File: config.mk
export PLATFORM = sky130hd
export DESIGN_NAME = wb_arbiter
export DESIGN_NICKNAME = d
export VERILOG_FILES = /design/src/hw/cache_pkg.sv /design/src/hw/wb_arbiter.sv
export SDC_FILE = /design/constraint.sdc
export NUM_CORES = 1
export LEC_CHECK = 0
export ABC_AREA = 1
export ABC_CLOCK_PERIOD_IN_PS = 2700
export BUFFER_PORTS_ARGS = -buffer_cell sky130_fd_sc_hd__buf_4
export CAP_MARGIN = 15
export CORE_AREA = 8 8 115 117
export DETAILED_ROUTE_END_ITERATION = 16
export DIE_AREA = 0 0 123 125
export PLACE_DENSITY = 0.56
export SYNTH_ARGS = -nofsm -noshare
export SYNTH_HDL_FRONTEND = slang
export SYNTH_SLANG_ARGS = --single-unit
File: constraint.sdc
create_clock -name clk -period 2.7 [get_ports clk]
set_input_delay 0.27 -clock clk [delete_from_list [all_inputs] [get_ports clk]]
set_output_delay 0.27 -clock clk [all_outputs]
set_load 0.03 [all_outputs]
File: src/hw/cache_pkg.sv
// shared by both caches; word-aligned byte addresses, 4-word lines, 64 lines per cache
package cache_pkg;

    localparam int ADDR_W = 32;
    localparam int DATA_W = 32;

    // line geometry
    localparam int OFFSET_W       = 2;
    localparam int WORDS_PER_LINE = 1 << OFFSET_W;
    localparam int I_INDEX_W      = 6;
    localparam int D_INDEX_W      = 6;

    // operation carried on each pipeline request
    typedef enum logic [1:0] {
        MEM_OP_READ  = 2'd0,
        MEM_OP_WRITE = 2'd1,
        MEM_OP_INVAL = 2'd2
    } mem_op_e;

    // cache controller
    typedef enum logic [1:0] {
        ST_IDLE   = 2'd0,
        ST_REFILL = 2'd1,   // four single-word reads
        ST_WRITE  = 2'd2,   // one strobed write
        ST_RESP   = 2'd3
    } cache_state_e;

endpackage

File: src/hw/wb_arbiter.sv
// two Wishbone classic masters; slave must ack only while cyc and stb are high
module wb_arbiter (
    input  logic                             clk,
    input  logic                             reset_i,
    input  logic                             m0_cyc_i,
    input  logic                             m0_stb_i,
    input  logic                             m0_we_i,
    input  logic [cache_pkg::ADDR_W-1:0]     m0_adr_i,
    input  logic [cache_pkg::DATA_W-1:0]     m0_dat_i,
    input  logic [cache_pkg::DATA_W/8-1:0]   m0_sel_i,
    output logic                             m0_ack_o,
    output logic [cache_pkg::DATA_W-1:0]     m0_dat_o,
    input  logic                             m1_cyc_i,
    input  logic                             m1_stb_i,
    input  logic                             m1_we_i,
    input  logic [cache_pkg::ADDR_W-1:0]     m1_adr_i,
    input  logic [cache_pkg::DATA_W-1:0]     m1_dat_i,
    input  logic [cache_pkg::DATA_W/8-1:0]   m1_sel_i,
    output logic                             m1_ack_o,
    output logic [cache_pkg::DATA_W-1:0]     m1_dat_o,
    output logic                             wb_cyc_o,
    output logic                             wb_stb_o,
    output logic                             wb_we_o,
    output logic [cache_pkg::ADDR_W-1:0]     wb_adr_o,
    output logic [cache_pkg::DATA_W-1:0]     wb_dat_o,
    output logic [cache_pkg::DATA_W/8-1:0]   wb_sel_o,
    input  logic                             wb_ack_i,
    input  logic [cache_pkg::DATA_W-1:0]     wb_dat_i
);
    logic busy_q;   // owner still holds cyc
    logic owner_q;  // 0 is m0
    logic last_q;   // winner of the latest new grant
    logic grant;

    // same-cycle grant when the bus is free
    always_comb begin
        if (busy_q) grant = owner_q;
        else if (m0_cyc_i && m1_cyc_i) grant = !last_q;   // tie alternates
        else grant = m1_cyc_i;
    end

    always_ff @(posedge clk) begin
        if (reset_i) begin
            busy_q  <= 1'b0;
            owner_q <= 1'b0;
            last_q  <= 1'b1;    // so m0 takes the first tie
        end else begin
            busy_q  <= grant ? m1_cyc_i : m0_cyc_i;
            owner_q <= grant;
            if (!busy_q && (m0_cyc_i || m1_cyc_i)) last_q <= grant;
        end
    end

    assign wb_cyc_o = grant ? m1_cyc_i : m0_cyc_i;
    assign wb_stb_o = grant ? m1_stb_i : m0_stb_i;
    assign wb_we_o  = grant ? m1_we_i  : m0_we_i;
    assign wb_adr_o = grant ? m1_adr_i : m0_adr_i;
    assign wb_dat_o = grant ? m1_dat_i : m0_dat_i;
    assign wb_sel_o = grant ? m1_sel_i : m0_sel_i;

    assign m0_ack_o = wb_ack_i && !grant && m0_cyc_i;   // waiting master sees nothing
    assign m1_ack_o = wb_ack_i && grant && m1_cyc_i;
    assign m0_dat_o = grant ? '0 : wb_dat_i;
    assign m1_dat_o = grant ? wb_dat_i : '0;

endmodule

==> results by group, run 1 <==
Drt
  – Antenna Nets Post-Route: 0
  – 1st-pass router iterations: 4
  – Drt via density: 3.85
  – Met2 routed WL: 5.33 mm
  – Routed WL: 10.3 mm
  – DR vias: 3052
  – Initial DRC Count: 85
  – Met1 wire length: 3.51 mm
  – DR DRC count: 0
  – Drt wl/cell: 12.9 um
  – Met3 WL: 1.26 mm
  – Uppermost layer routed: met4

Placement
  – Final Wtd Congestion: 0.827
  – IO buf count: 313
  – Detailed Place HPWL: 8.74 mm
  – Post-DP Area: 3860 sq um

Power
  – Peak supply drop: 0.285 mV
  – Leak pwr: 2.57 nW
  – Cell Pwr Density: 383 nW/um^2

Synth
  – Mean Syn Cell Area: 4.12 sq um
  – Post-synth EDFFs: 0
  – Largest family of logic cells by synthesized area: simple AND/OR/NAND/NOR gates
  – XOR/XNOR share of the synthesized area: 0%
  – Commonest register cell after synthesis: dfxtp_1
  – Yosys reg bits: 3
  – Synth cell types: 14
  – Mapped Area: 1440 sq um
  – Mapped Nets: 525
  – Mux cell area share after synthesis: 0%
  – Synth Area in Compound Gates: 0.697%
  – Synth Area in Adders: 0%
  – Yosys warning total: 0
  – Post-Synth Simple-Gate Area: 75.8%
  – Post-synth ARST share: 0%
  – Syn Inst Count: 348
  – Register area share after synthesis: 4.18%

GRT
  – Initial antenna violation count: 0
  – Vias in the first global route: 3145
  – GRT Resource Usage Total: 12.0%
  – GRT Residual Overflow: 0
  – Largest net degree at the start of global routing: 104
  – First-pass GRT wire length: 15.2 mm

Setup path
  – Nature of the critical path endpoint: output port
  – Critical path's most frequent cell: buf_4
  – Critical Path RT: 2.43 ns
  – Critical path startpoint category: register
  – Slowest CP cell: buf_4
  – Cell family with most CP delay: buffers and inverters
  – Arrival time of the worst setup path: 1.73 ns
  – CP cell instances: inv_1 -> nand3_2 -> nand2_4 -> buf_4 -> nand2_1 -> nor2_1 -> buf_4
  – Critical path buffers and inverters: 3
  – Setup CP Type: register to output port
  – Largest stage delay, worst path: 0.43 ns
  – Critical-path maximum fanout: 53

Floorplanning
  – Die area: 15400 sq um
  – Core box area: 11600 sq um
  – Starting Density: 12.4%
  – Die Y: 125 um
  – Die width: 123 um
  – FP Rows: 40
  – I/O pin count: 314

Layout
  – Final instance area: 3940 sq um
  – Final Core Density: 34.0%
  – Area grow syn2layout: 175%
  – Most common cell after layout, fill and taps aside: buf_4
  – N_diodes: 0
  – Most frequent cells in the layout: 315 x buf_4, 215 x nand2_1, 67 x nor2_1
  – Share of layout cells above drive strength 1: 49.8%
  – Fin nets: 824

Run status
  – Status: complete, no violations

STA
  – Max Freq: 499 MHz
  – Final min period: 2.00 ns
  – Post-route clock period utilization: 74.2%
  – Clk_skew: 0.0000658 ns
  – RSZ-0062 raised after global routing: no
  – Setup_tns: 0 ns
  – Fin. Hold Viols: 0
  – Final hold slack: 0.214 ns
  – Worst rel slew slack: 64.7%
  – Pins over their slew limit: 0
  – Slew @ Worst Pin: 0.529 ns
  – Final setup viols: 0

Clock tree
  – Num CTS Buffers: 3
  – Worst skew pair latency: 0.22 ns
  – Clock-pin slew on the worst setup and hold paths: 0.03 ns
  – Clock H-tree levels: 1
  – CTS tree: built
  – CTS Sinks: 3
  – Post-CTS Setup Inserts: 0
  – CTS Hold Buffers Added: 0
  – CTS max path bufs: 2
  – Root buffer cell: clkbuf_16
  – PostCTS Resize Cnt: 0

Flow run
  – Max Cap Viol: 0

Hold path
  – Min-Delay Path Class: input pin to register
==> worst reg2reg max path, cell delays in order, from the launching register on <==
cell and delay, ns:
dfxtp_1 0.30, inv_1 0.07, nand3_2 0.12, nand2_4 0.09, buf_4 0.43, nand2_1 0.19
a21oi_1 0.16
==> per-stage QoR <==
step | worst slack, ns | total power, mW | cells
6_report | 0.698 | 1.51 | 793
4_1_cts | 0.679 | 1.53 | 793
2_1_floorplan | 1.15 | 0.735 | 348
3_3_place_gp | 0.860 | 1.28 | 789
3_5_place_dp | 0.846 | 1.29 | 789
5_1_grt | 0.519 | 1.60 | 793
==> Yosys cell counts, types with 3 or more instances <==
master	instances	share of area (%)
inv_1	34	8.9
nor2_1	67	18
dfxtp_1	3	4.2
buf_2	12	4.2
buf_4	7	3.7
nand2_1	215	56
buf_6	3	2.4
==> flip-flops by register name (all words and copies together), names as in the netlist <==
name     flops
last_q       1
busy_q       1
owner_q      1
==> final timing paths <==
path	startpoint	end	slack, ns	cells past startpoint
max reg2reg	busy_q	busy_q	1.26	6
min reg2reg	last_q	last_q	0.49	2
min	reset_i	busy_q	0.21	2
max	busy_q	m1_ack_o	0.70	7
==> final cells by class <==
class / instances / area, sq um
well taps: 147 / 184
inverters: 35 / 133
multi-input cells: 288 / 1100
repair buffers: 316 / 2380
clock buffers: 4 / 78.8
fillers: 1278 / 7670
flip-flops and latches: 3 / 60.1
==> layer usage <==
metal,up-vias,global-route usage (%)
met2,172,23.4
met5,-,0
met3,12,4.05
met4,0,3.61
li1,1588,-
met1,1280,11.1
==> logic make-up after synthesis <==
| family | Yosys count |
|---|---|
| and+or+nand+nor | 286 |
| buffers and inverters | 57 |
| DFF | 3 |
| AOI/OAI and AO/OA | 2 |
==> report_power, final <==
group / switching, mW / leakage, nW / internal, mW / total, mW
logic: 0.736 / 2.50 / 0.487 / 1.22
clock network: 0.0400 / 0.0382 / 0.195 / 0.235
registers: 0.00140 / 0.0249 / 0.0485 / 0.0499
total: 0.778 / 2.57 / 0.731 / 1.51
Note: power is estimated with default switching activity, not from simulation.
==> run 2, diff against run 1 <==
--- a/config.mk
+++ b/config.mk
@@ -6,13 +6,13 @@
 export NUM_CORES = 1
 export LEC_CHECK = 0
 export ABC_AREA = 1
-export ABC_CLOCK_PERIOD_IN_PS = 2700
+export ABC_CLOCK_PERIOD_IN_PS = 1800
 export BUFFER_PORTS_ARGS = -buffer_cell sky130_fd_sc_hd__buf_4
 export CAP_MARGIN = 15
 export CORE_AREA = 8 8 115 117
 export DETAILED_ROUTE_END_ITERATION = 16
 export DIE_AREA = 0 0 123 125
-export PLACE_DENSITY = 0.56
+export PLACE_DENSITY = 0.57
 export SYNTH_ARGS = -nofsm -noshare
 export SYNTH_HDL_FRONTEND = slang
 export SYNTH_SLANG_ARGS = --single-unit
==> constraint.sdc (replaced) <==
create_clock -name clk -period 1.8 [get_ports clk]
set_input_delay 0.18 -clock clk [delete_from_list [all_inputs] [get_ports clk]]
set_output_delay 0.18 -clock clk [all_outputs]
set_load 0.03 [all_outputs]
==> run 2 against run 1 <==
Compared with the run above:
- routed wire length grew 7.9%
- setup slack worse by 0.59 ns
- critical path depth unchanged
- largest cell class unchanged
==> results by group, run 2 (synthesis results as in run 1) <==
Layout
  – N_diodes: 0 (unchanged)
  – Share of layout cells above drive strength 1: 50.3% (+0.46 points)
  – Area grow syn2layout: 181%
  – Filler cells: 1307 (+2.3%)
  – Biggest regs: busy_q: 1 flops, last_q: 1 flops, owner_q: 1 flops
  – Final Core Density: 34.7% (+0.73 points)
  – Final instance area: 4030 sq um (+2.2%)
  – Most frequent cells in the layout: 313 x buf_4, 213 x nand2_1, 67 x nor2_1
  – Fin nets: 826 (+0.24%)
  – Most common cell after layout, fill and taps aside: buf_4

Clock tree
  – Clock H-tree levels: 1 (unchanged)
  – Root buffer cell: clkbuf_16
  – CTS Hold Buffers Added: 0 (unchanged)
  – CTS tree: built
  – Worst skew pair latency: 0.22 ns (about the same)
  – Post-CTS Setup Inserts: 0 (unchanged)
  – CTS Sinks: 3 (unchanged)
  – CTS max path bufs: 2 (unchanged)
  – Num CTS Buffers: 3 (unchanged)
  – Clock-pin slew on the worst setup and hold paths: 0.03 ns (about the same)

Setup path
  – Slowest CP cell: dfxtp_1
  – Critical Path RT: 1.62 ns (-0.81 ns)
  – Nature of the critical path endpoint: output port
  – Critical-path maximum fanout: 63 (+19%)
  – Critical path's most frequent cell: nand2_1
  – Critical path startpoint category: register
  – Largest stage delay, worst path: 0.30 ns (-0.13 ns)
  – Worst R2R Setup Slack: 0.63 ns (-0.63 ns)
  – CP cell instances: inv_1 -> nand3_2 -> nand2_4 -> buf_16 -> nand2_1 -> nand2_1 -> buf_4
  – Setup CP Type: register to output port
  – Arrival time of the worst setup path: 1.51 ns (-0.22 ns)

Power
  – Cell Pwr Density: 576 nW/um^2 (+50%)
  – Peak supply drop: 0.431 mV (+52%)
  – Leak pwr: 2.60 nW (+1.4%)

GRT
  – Largest net degree at the start of global routing: 64 (-38%)
  – GRT Residual Overflow: 0 (unchanged)
  – GRT Resource Usage Total: 12.7% (+0.76 points)
  – Initial antenna violation count: 0 (unchanged)
  – First-pass GRT wire length: 15.7 mm (+3.4%)
  – Vias in the first global route: 3058 (-2.8%)

STA
  – Max Freq: 591 MHz
  – Clk_skew: 0.000982 ns (+0.000916 ns)
  – RSZ-0062 raised after global routing: yes
  – Post-route clock period utilization: 94.0%
  – Fin. Hold Viols: 0 (unchanged)
  – Worst rel slew slack: 80.0% (+15 points)
  – Final min period: 1.69 ns
  – Slew @ Worst Pin: 0.300 ns (-0.229 ns)
  – Final setup viols: 0 (unchanged)
  – Pins over their slew limit: 0 (unchanged)

Flow run
  – Max Cap Viol: 0 (unchanged)

Drt
  – DR vias: 3021 (-1.0%)
  – Drt via density: 3.80 (-1.3%)
  – Drt wl/cell: 13.9 um (+7.7%)
  – Antenna Nets Post-Route: 0 (unchanged)
  – 1st-pass router iterations: 4 (unchanged)
  – DR DRC count: 0 (unchanged)
  – Routed WL: 11.1 mm (+7.9%)
  – Initial DRC Count: 53 (-38%)

Placement
  – Detailed Place HPWL: 9.34 mm (+6.8%)
  – IO buf count: 313 (unchanged)
  – Post-DP Area: 3900 sq um (+0.84%)
  – Final Wtd Congestion: 0.808 (-2.3%)

Floorplanning
  – Core box area: 11600 sq um (unchanged)
  – Starting Density: 12.4% (unchanged)
  – I/O pin count: 314 (unchanged)
  – Die width: 123 um (unchanged)
  – FP Rows: 40 (unchanged)
  – Die Y: 125 um (unchanged)
  – Die area: 15400 sq um (unchanged)

Run status
  – Status: complete, no violations

Hold path
  – Min-Delay Path Class: input pin to register
==> run 2: cell count changes in the layout (fill, tap and decap cells not counted) <==
cell and change:
buf_16 +2, buf_4 -2, buf_6 +1, clkbuf_16 +1, clkinv_2 -1, inv_6 +1
nand2_1 -2, nand2_2 +2
==> run 2: what timing repair did <==
action | in CTS | in global routing
endpoints found under the hold margin | 0 | 0
gates resized for setup | 0 | 7
endpoints found under the setup margin | 0 | 95
==> run 2: routing by layer <==
metal	up-vias	wire length (um)	GRT usage [%]
met2	175	5700	23.9
met1	1244	3570	12.1
met3	8	1660	5.94
met5	-	0	0
met4	0	138	2.69
li1	1594	-	-
==> run 2: area by class of cell <==
type                       count  area [sq um]  area share [%]
clock buffer                   4          78.8            1.96
inverter                      35           136            3.39
multi-input combinational    288          1110            27.5
sequential                     3          60.1            1.49
tap                          147           184            4.57
timing repair buffer         318          2460            61.1
==> run 2: critical path: cells and delay by family, from the launching register on <==
family | cells | cell delay, ns
buffers and inverters | 3 | 0.47
AND/OR/NAND/NOR | 4 | 0.47
flip-flops | 1 | 0.30
==> run 2: report_power, final <==
group / switching, mW / leakage (nW) / total, mW / internal, mW
clock network: 0.0619 / 0.0382 / 0.354 / 0.292
logic: 1.12 / 2.54 / 1.89 / 0.765
registers: 0.00212 / 0.0249 / 0.0749 / 0.0727
==> run 2: path summary, 6_finish.rpt <==
check / start / end / cells after the start
max: busy_q / wb_sel_o[3] / 7
min: reset_i / busy_q / 2
max reg2reg: busy_q / busy_q / 6
min reg2reg: last_q / last_q / 2
==> run 2: through the flow <==
| stage | TNS (ns) | hold WS, ns | instances | total power, mW | setup WS [ns] |
|---|---|---|---|---|---|
| floorplan | 0 | 0.249 | 348 | 1.10 | 0.343 |
| global placement | 0 | 0.369 | 790 | 1.96 | 0.299 |
| detailed placement | 0 | 0.367 | 790 | 1.96 | 0.280 |
| CTS | 0 | 0.135 | 794 | 2.32 | 0.0409 |
| global route | -0.0458 | 0.140 | 795 | 2.46 | -0.0166 |
| finish | 0 | 0.136 | 795 | 2.32 | 0.107 |
==> run 3, diff against run 2 <==
--- a/config.mk
+++ b/config.mk
@@ -6,13 +6,13 @@
 export NUM_CORES = 1
 export LEC_CHECK = 0
 export ABC_AREA = 1
-export ABC_CLOCK_PERIOD_IN_PS = 1800
+export ABC_CLOCK_PERIOD_IN_PS = 2200
 export BUFFER_PORTS_ARGS = -buffer_cell sky130_fd_sc_hd__buf_4
 export CAP_MARGIN = 15
 export CORE_AREA = 8 8 115 117
 export DETAILED_ROUTE_END_ITERATION = 16
 export DIE_AREA = 0 0 123 125
-export PLACE_DENSITY = 0.57
+export PLACE_DENSITY = 0.56
 export SYNTH_ARGS = -nofsm -noshare
 export SYNTH_HDL_FRONTEND = slang
 export SYNTH_SLANG_ARGS = --single-unit
==> constraint.sdc (replaced) <==
create_clock -name clk -period 2.2 [get_ports clk]
set_input_delay 0.22 -clock clk [delete_from_list [all_inputs] [get_ports clk]]
set_output_delay 0.22 -clock clk [all_outputs]
set_load 0.03 [all_outputs]
==> run 3 against run 2 <==
Compared with the run above:
- die area unchanged
- sequential share of layout area about the same
- critical endpoint is now m1_ack_o
- hold slack better by 0.032 ns
==> results by group, run 3 (synthesis results as in run 1) <==
Run status
  – Status: complete, no violations

Drt
  – Initial DRC Count: 63 (+19%)
  – DR vias: 3060 (+1.3%)
  – DR DRC count: 0 (unchanged)
  – Drt via density: 3.86 (+1.7%)
  – Antenna Nets Post-Route: 0 (unchanged)
  – 1st-pass router iterations: 4 (unchanged)
  – Drt wl/cell: 13.0 um (-6.4%)
  – Routed WL: 10.3 mm (-6.7%)

Setup path
  – Setup crit start: busy_q
  – Worst r2r path cells: 6 (unchanged)
  – Critical path buffers and inverters: 3 (unchanged)
  – Slowest CP cell: buf_12
  – Worst R2R Setup Slack: 0.86 ns (+0.23 ns)
  – Critical Path RT: 1.98 ns (+0.36 ns)
  – Nature of the critical path endpoint: output port
  – Critical path startpoint category: register
  – CP cell instances: inv_1 -> nand3_2 -> nand2_4 -> buf_12 -> nand2_1 -> nor2_1 -> buf_4
  – Reg2reg end: busy_q
  – Setup CP Type: register to output port
  – Largest stage delay, worst path: 0.35 ns (+0.05 ns)
  – Critical-path maximum fanout: 103 (+63%)
  – R2r startpoint: busy_q
  – Cell family with most CP delay: buffers and inverters
  – Arrival time of the worst setup path: 1.64 ns (+0.13 ns)

STA
  – Slew @ Worst Pin: 0.440 ns (+0.140 ns)
  – Final min period: 1.86 ns
  – Pins over their slew limit: 0 (unchanged)
  – Clk_skew: 0.00116 ns (+0.000182 ns)
  – Fin. Hold Viols: 0 (unchanged)
  – Worst rel slew slack: 70.6% (-9.3 points)
  – Setup_tns: 0 ns (unchanged)
  – Final critical-path setup slack: 0.343 ns (+0.236 ns)
  – Post-route clock period utilization: 84.4%
  – Final hold slack: 0.168 ns (+0.0318 ns)
  – Final setup viols: 0 (unchanged)
  – Max Freq: 538 MHz
  – RSZ-0062 raised after global routing: no

Flow run
  – Max Cap Viol: 0 (unchanged)

Clock tree
  – PostCTS Resize Cnt: 0 (unchanged)
  – Clock H-tree levels: 1 (unchanged)
  – CTS Sinks: 3 (unchanged)
  – Root buffer cell: clkbuf_16
  – CTS max path bufs: 2 (unchanged)
  – CTS Hold Buffers Added: 0 (unchanged)
  – Post-CTS Setup Inserts: 0 (unchanged)
  – Num CTS Buffers: 3 (unchanged)
  – Clock-pin slew on the worst setup and hold paths: 0.03 ns (about the same)
  – CTS tree: built
  – Worst skew pair latency: 0.22 ns (about the same)

Floorplanning
  – FP Rows: 40 (unchanged)
  – Die Y: 125 um (unchanged)
  – Die width: 123 um (unchanged)
  – Die area: 15400 sq um (unchanged)
  – I/O pin count: 314 (unchanged)
  – Starting Density: 12.4% (unchanged)
  – Core box area: 11600 sq um (unchanged)

Placement
  – IO buf count: 313 (unchanged)
  – Detailed Place HPWL: 8.70 mm (-6.9%)
  – Place WS: 0.521 ns (+0.241 ns)
  – Final Wtd Congestion: 0.799 (-1.1%)

Power
  – Clk pwr share: 15.6% (+0.3 points)
  – Peak supply drop: 0.348 mV (-19%)
  – Switching power of the nets: 0.956 mW (-20%)
  – Leak pwr: 2.56 nW (-1.5%)
  – Comb power frac: 81.0% (-0.5 points)
  – Seq pwr share: 3.3% (about the same)
  – Cell Pwr Density: 470 nW/um^2 (-18%)
  – Cell-internal power: 0.900 mW (-20%)
  – Switching power share of the total: 51.5% (+0.27 points)

Layout
  – N_diodes: 0 (unchanged)
  – Share of layout cells above drive strength 1: 49.8% (-0.54 points)
  – Most frequent cells in the layout: 313 x buf_4, 215 x nand2_1, 67 x nor2_1
  – Register Area: 60.1 sq um (unchanged)
  – Final Core Density: 34.0% (-0.69 points)
  – Fin nets: 823 (-0.36%)
  – Most common cell after layout, fill and taps aside: buf_4
  – Multi-input gate area: 1100 sq um (-0.45%)
  – Filler cells: 1288 (-1.5%)
  – Area grow syn2layout: 175%
  – Biggest regs: busy_q: 1 flops, last_q: 1 flops, owner_q: 1 flops

GRT
  – Initial antenna violation count: 0 (unchanged)
  – GRT Resource Usage Total: 12.1% (-0.62 points)
  – GRT Residual Overflow: 0 (unchanged)
  – Largest net degree at the start of global routing: 104 (+63%)
  – Vias in the first global route: 3097 (+1.3%)
  – First-pass GRT wire length: 15.4 mm (-1.9%)

Hold path
  – Hold path cells: 2 (unchanged)
  – Hold Crit Endpoint: busy_q
  – Min-Delay Path Class: input pin to register
  – Hold path start: reset_i
-- run 3: per-layer routing --
metal	GRT usage, %	vias to the layer above	part of all wire, %
met3	4.73	4	14
met1	11.1	1294	32
met5	0	-	0
li1	-	1585	-
met4	2.48	0	0.69
met2	24.0	177	54
-- run 3: worst max-delay path by stage --
stage / slack, ns / end / depth (start not counted)
final: 0.34 / m1_ack_o / 7
after global routing: 0.17 / m1_ack_o / 7
after CTS: 0.31 / m1_ack_o / 7
after detailed placement: 0.52 / m1_ack_o / 8
after global placement: 0.56 / m1_ack_o / 8
after floorplan: 0.70 / m1_dat_o[10] / 7
-- run 3: cell type report --
type	count	share of cell area [%]
Sequential cell	3	1.52
Timing Repair Buffer	315	60.5
Tap cell	147	4.66
Multi-Input combinational cell	288	27.9
Clock buffer	4	2.00
Inverter	35	3.36
-- run 3: through the flow --
step | instance area, sq um | instances | power (mW)
after CTS | 3950 | 792 | 1.88
after global placement | 3870 | 788 | 1.57
after detailed placement | 3870 | 788 | 1.58
after floorplan | 1440 | 348 | 0.902
final | 3950 | 792 | 1.86
after global routing | 3950 | 792 | 1.97
-- run 3: power groups by stage --
stage	combinational [mW]	sequential, mW	clock [mW]
after global placement	1.51	0.0620	0
after CTS	1.53	0.0617	0.295
after global routing	1.61	0.0623	0.300
after floorplan	0.840	0.0617	0
final	1.50	0.0616	0.290
after detailed placement	1.52	0.0622	0
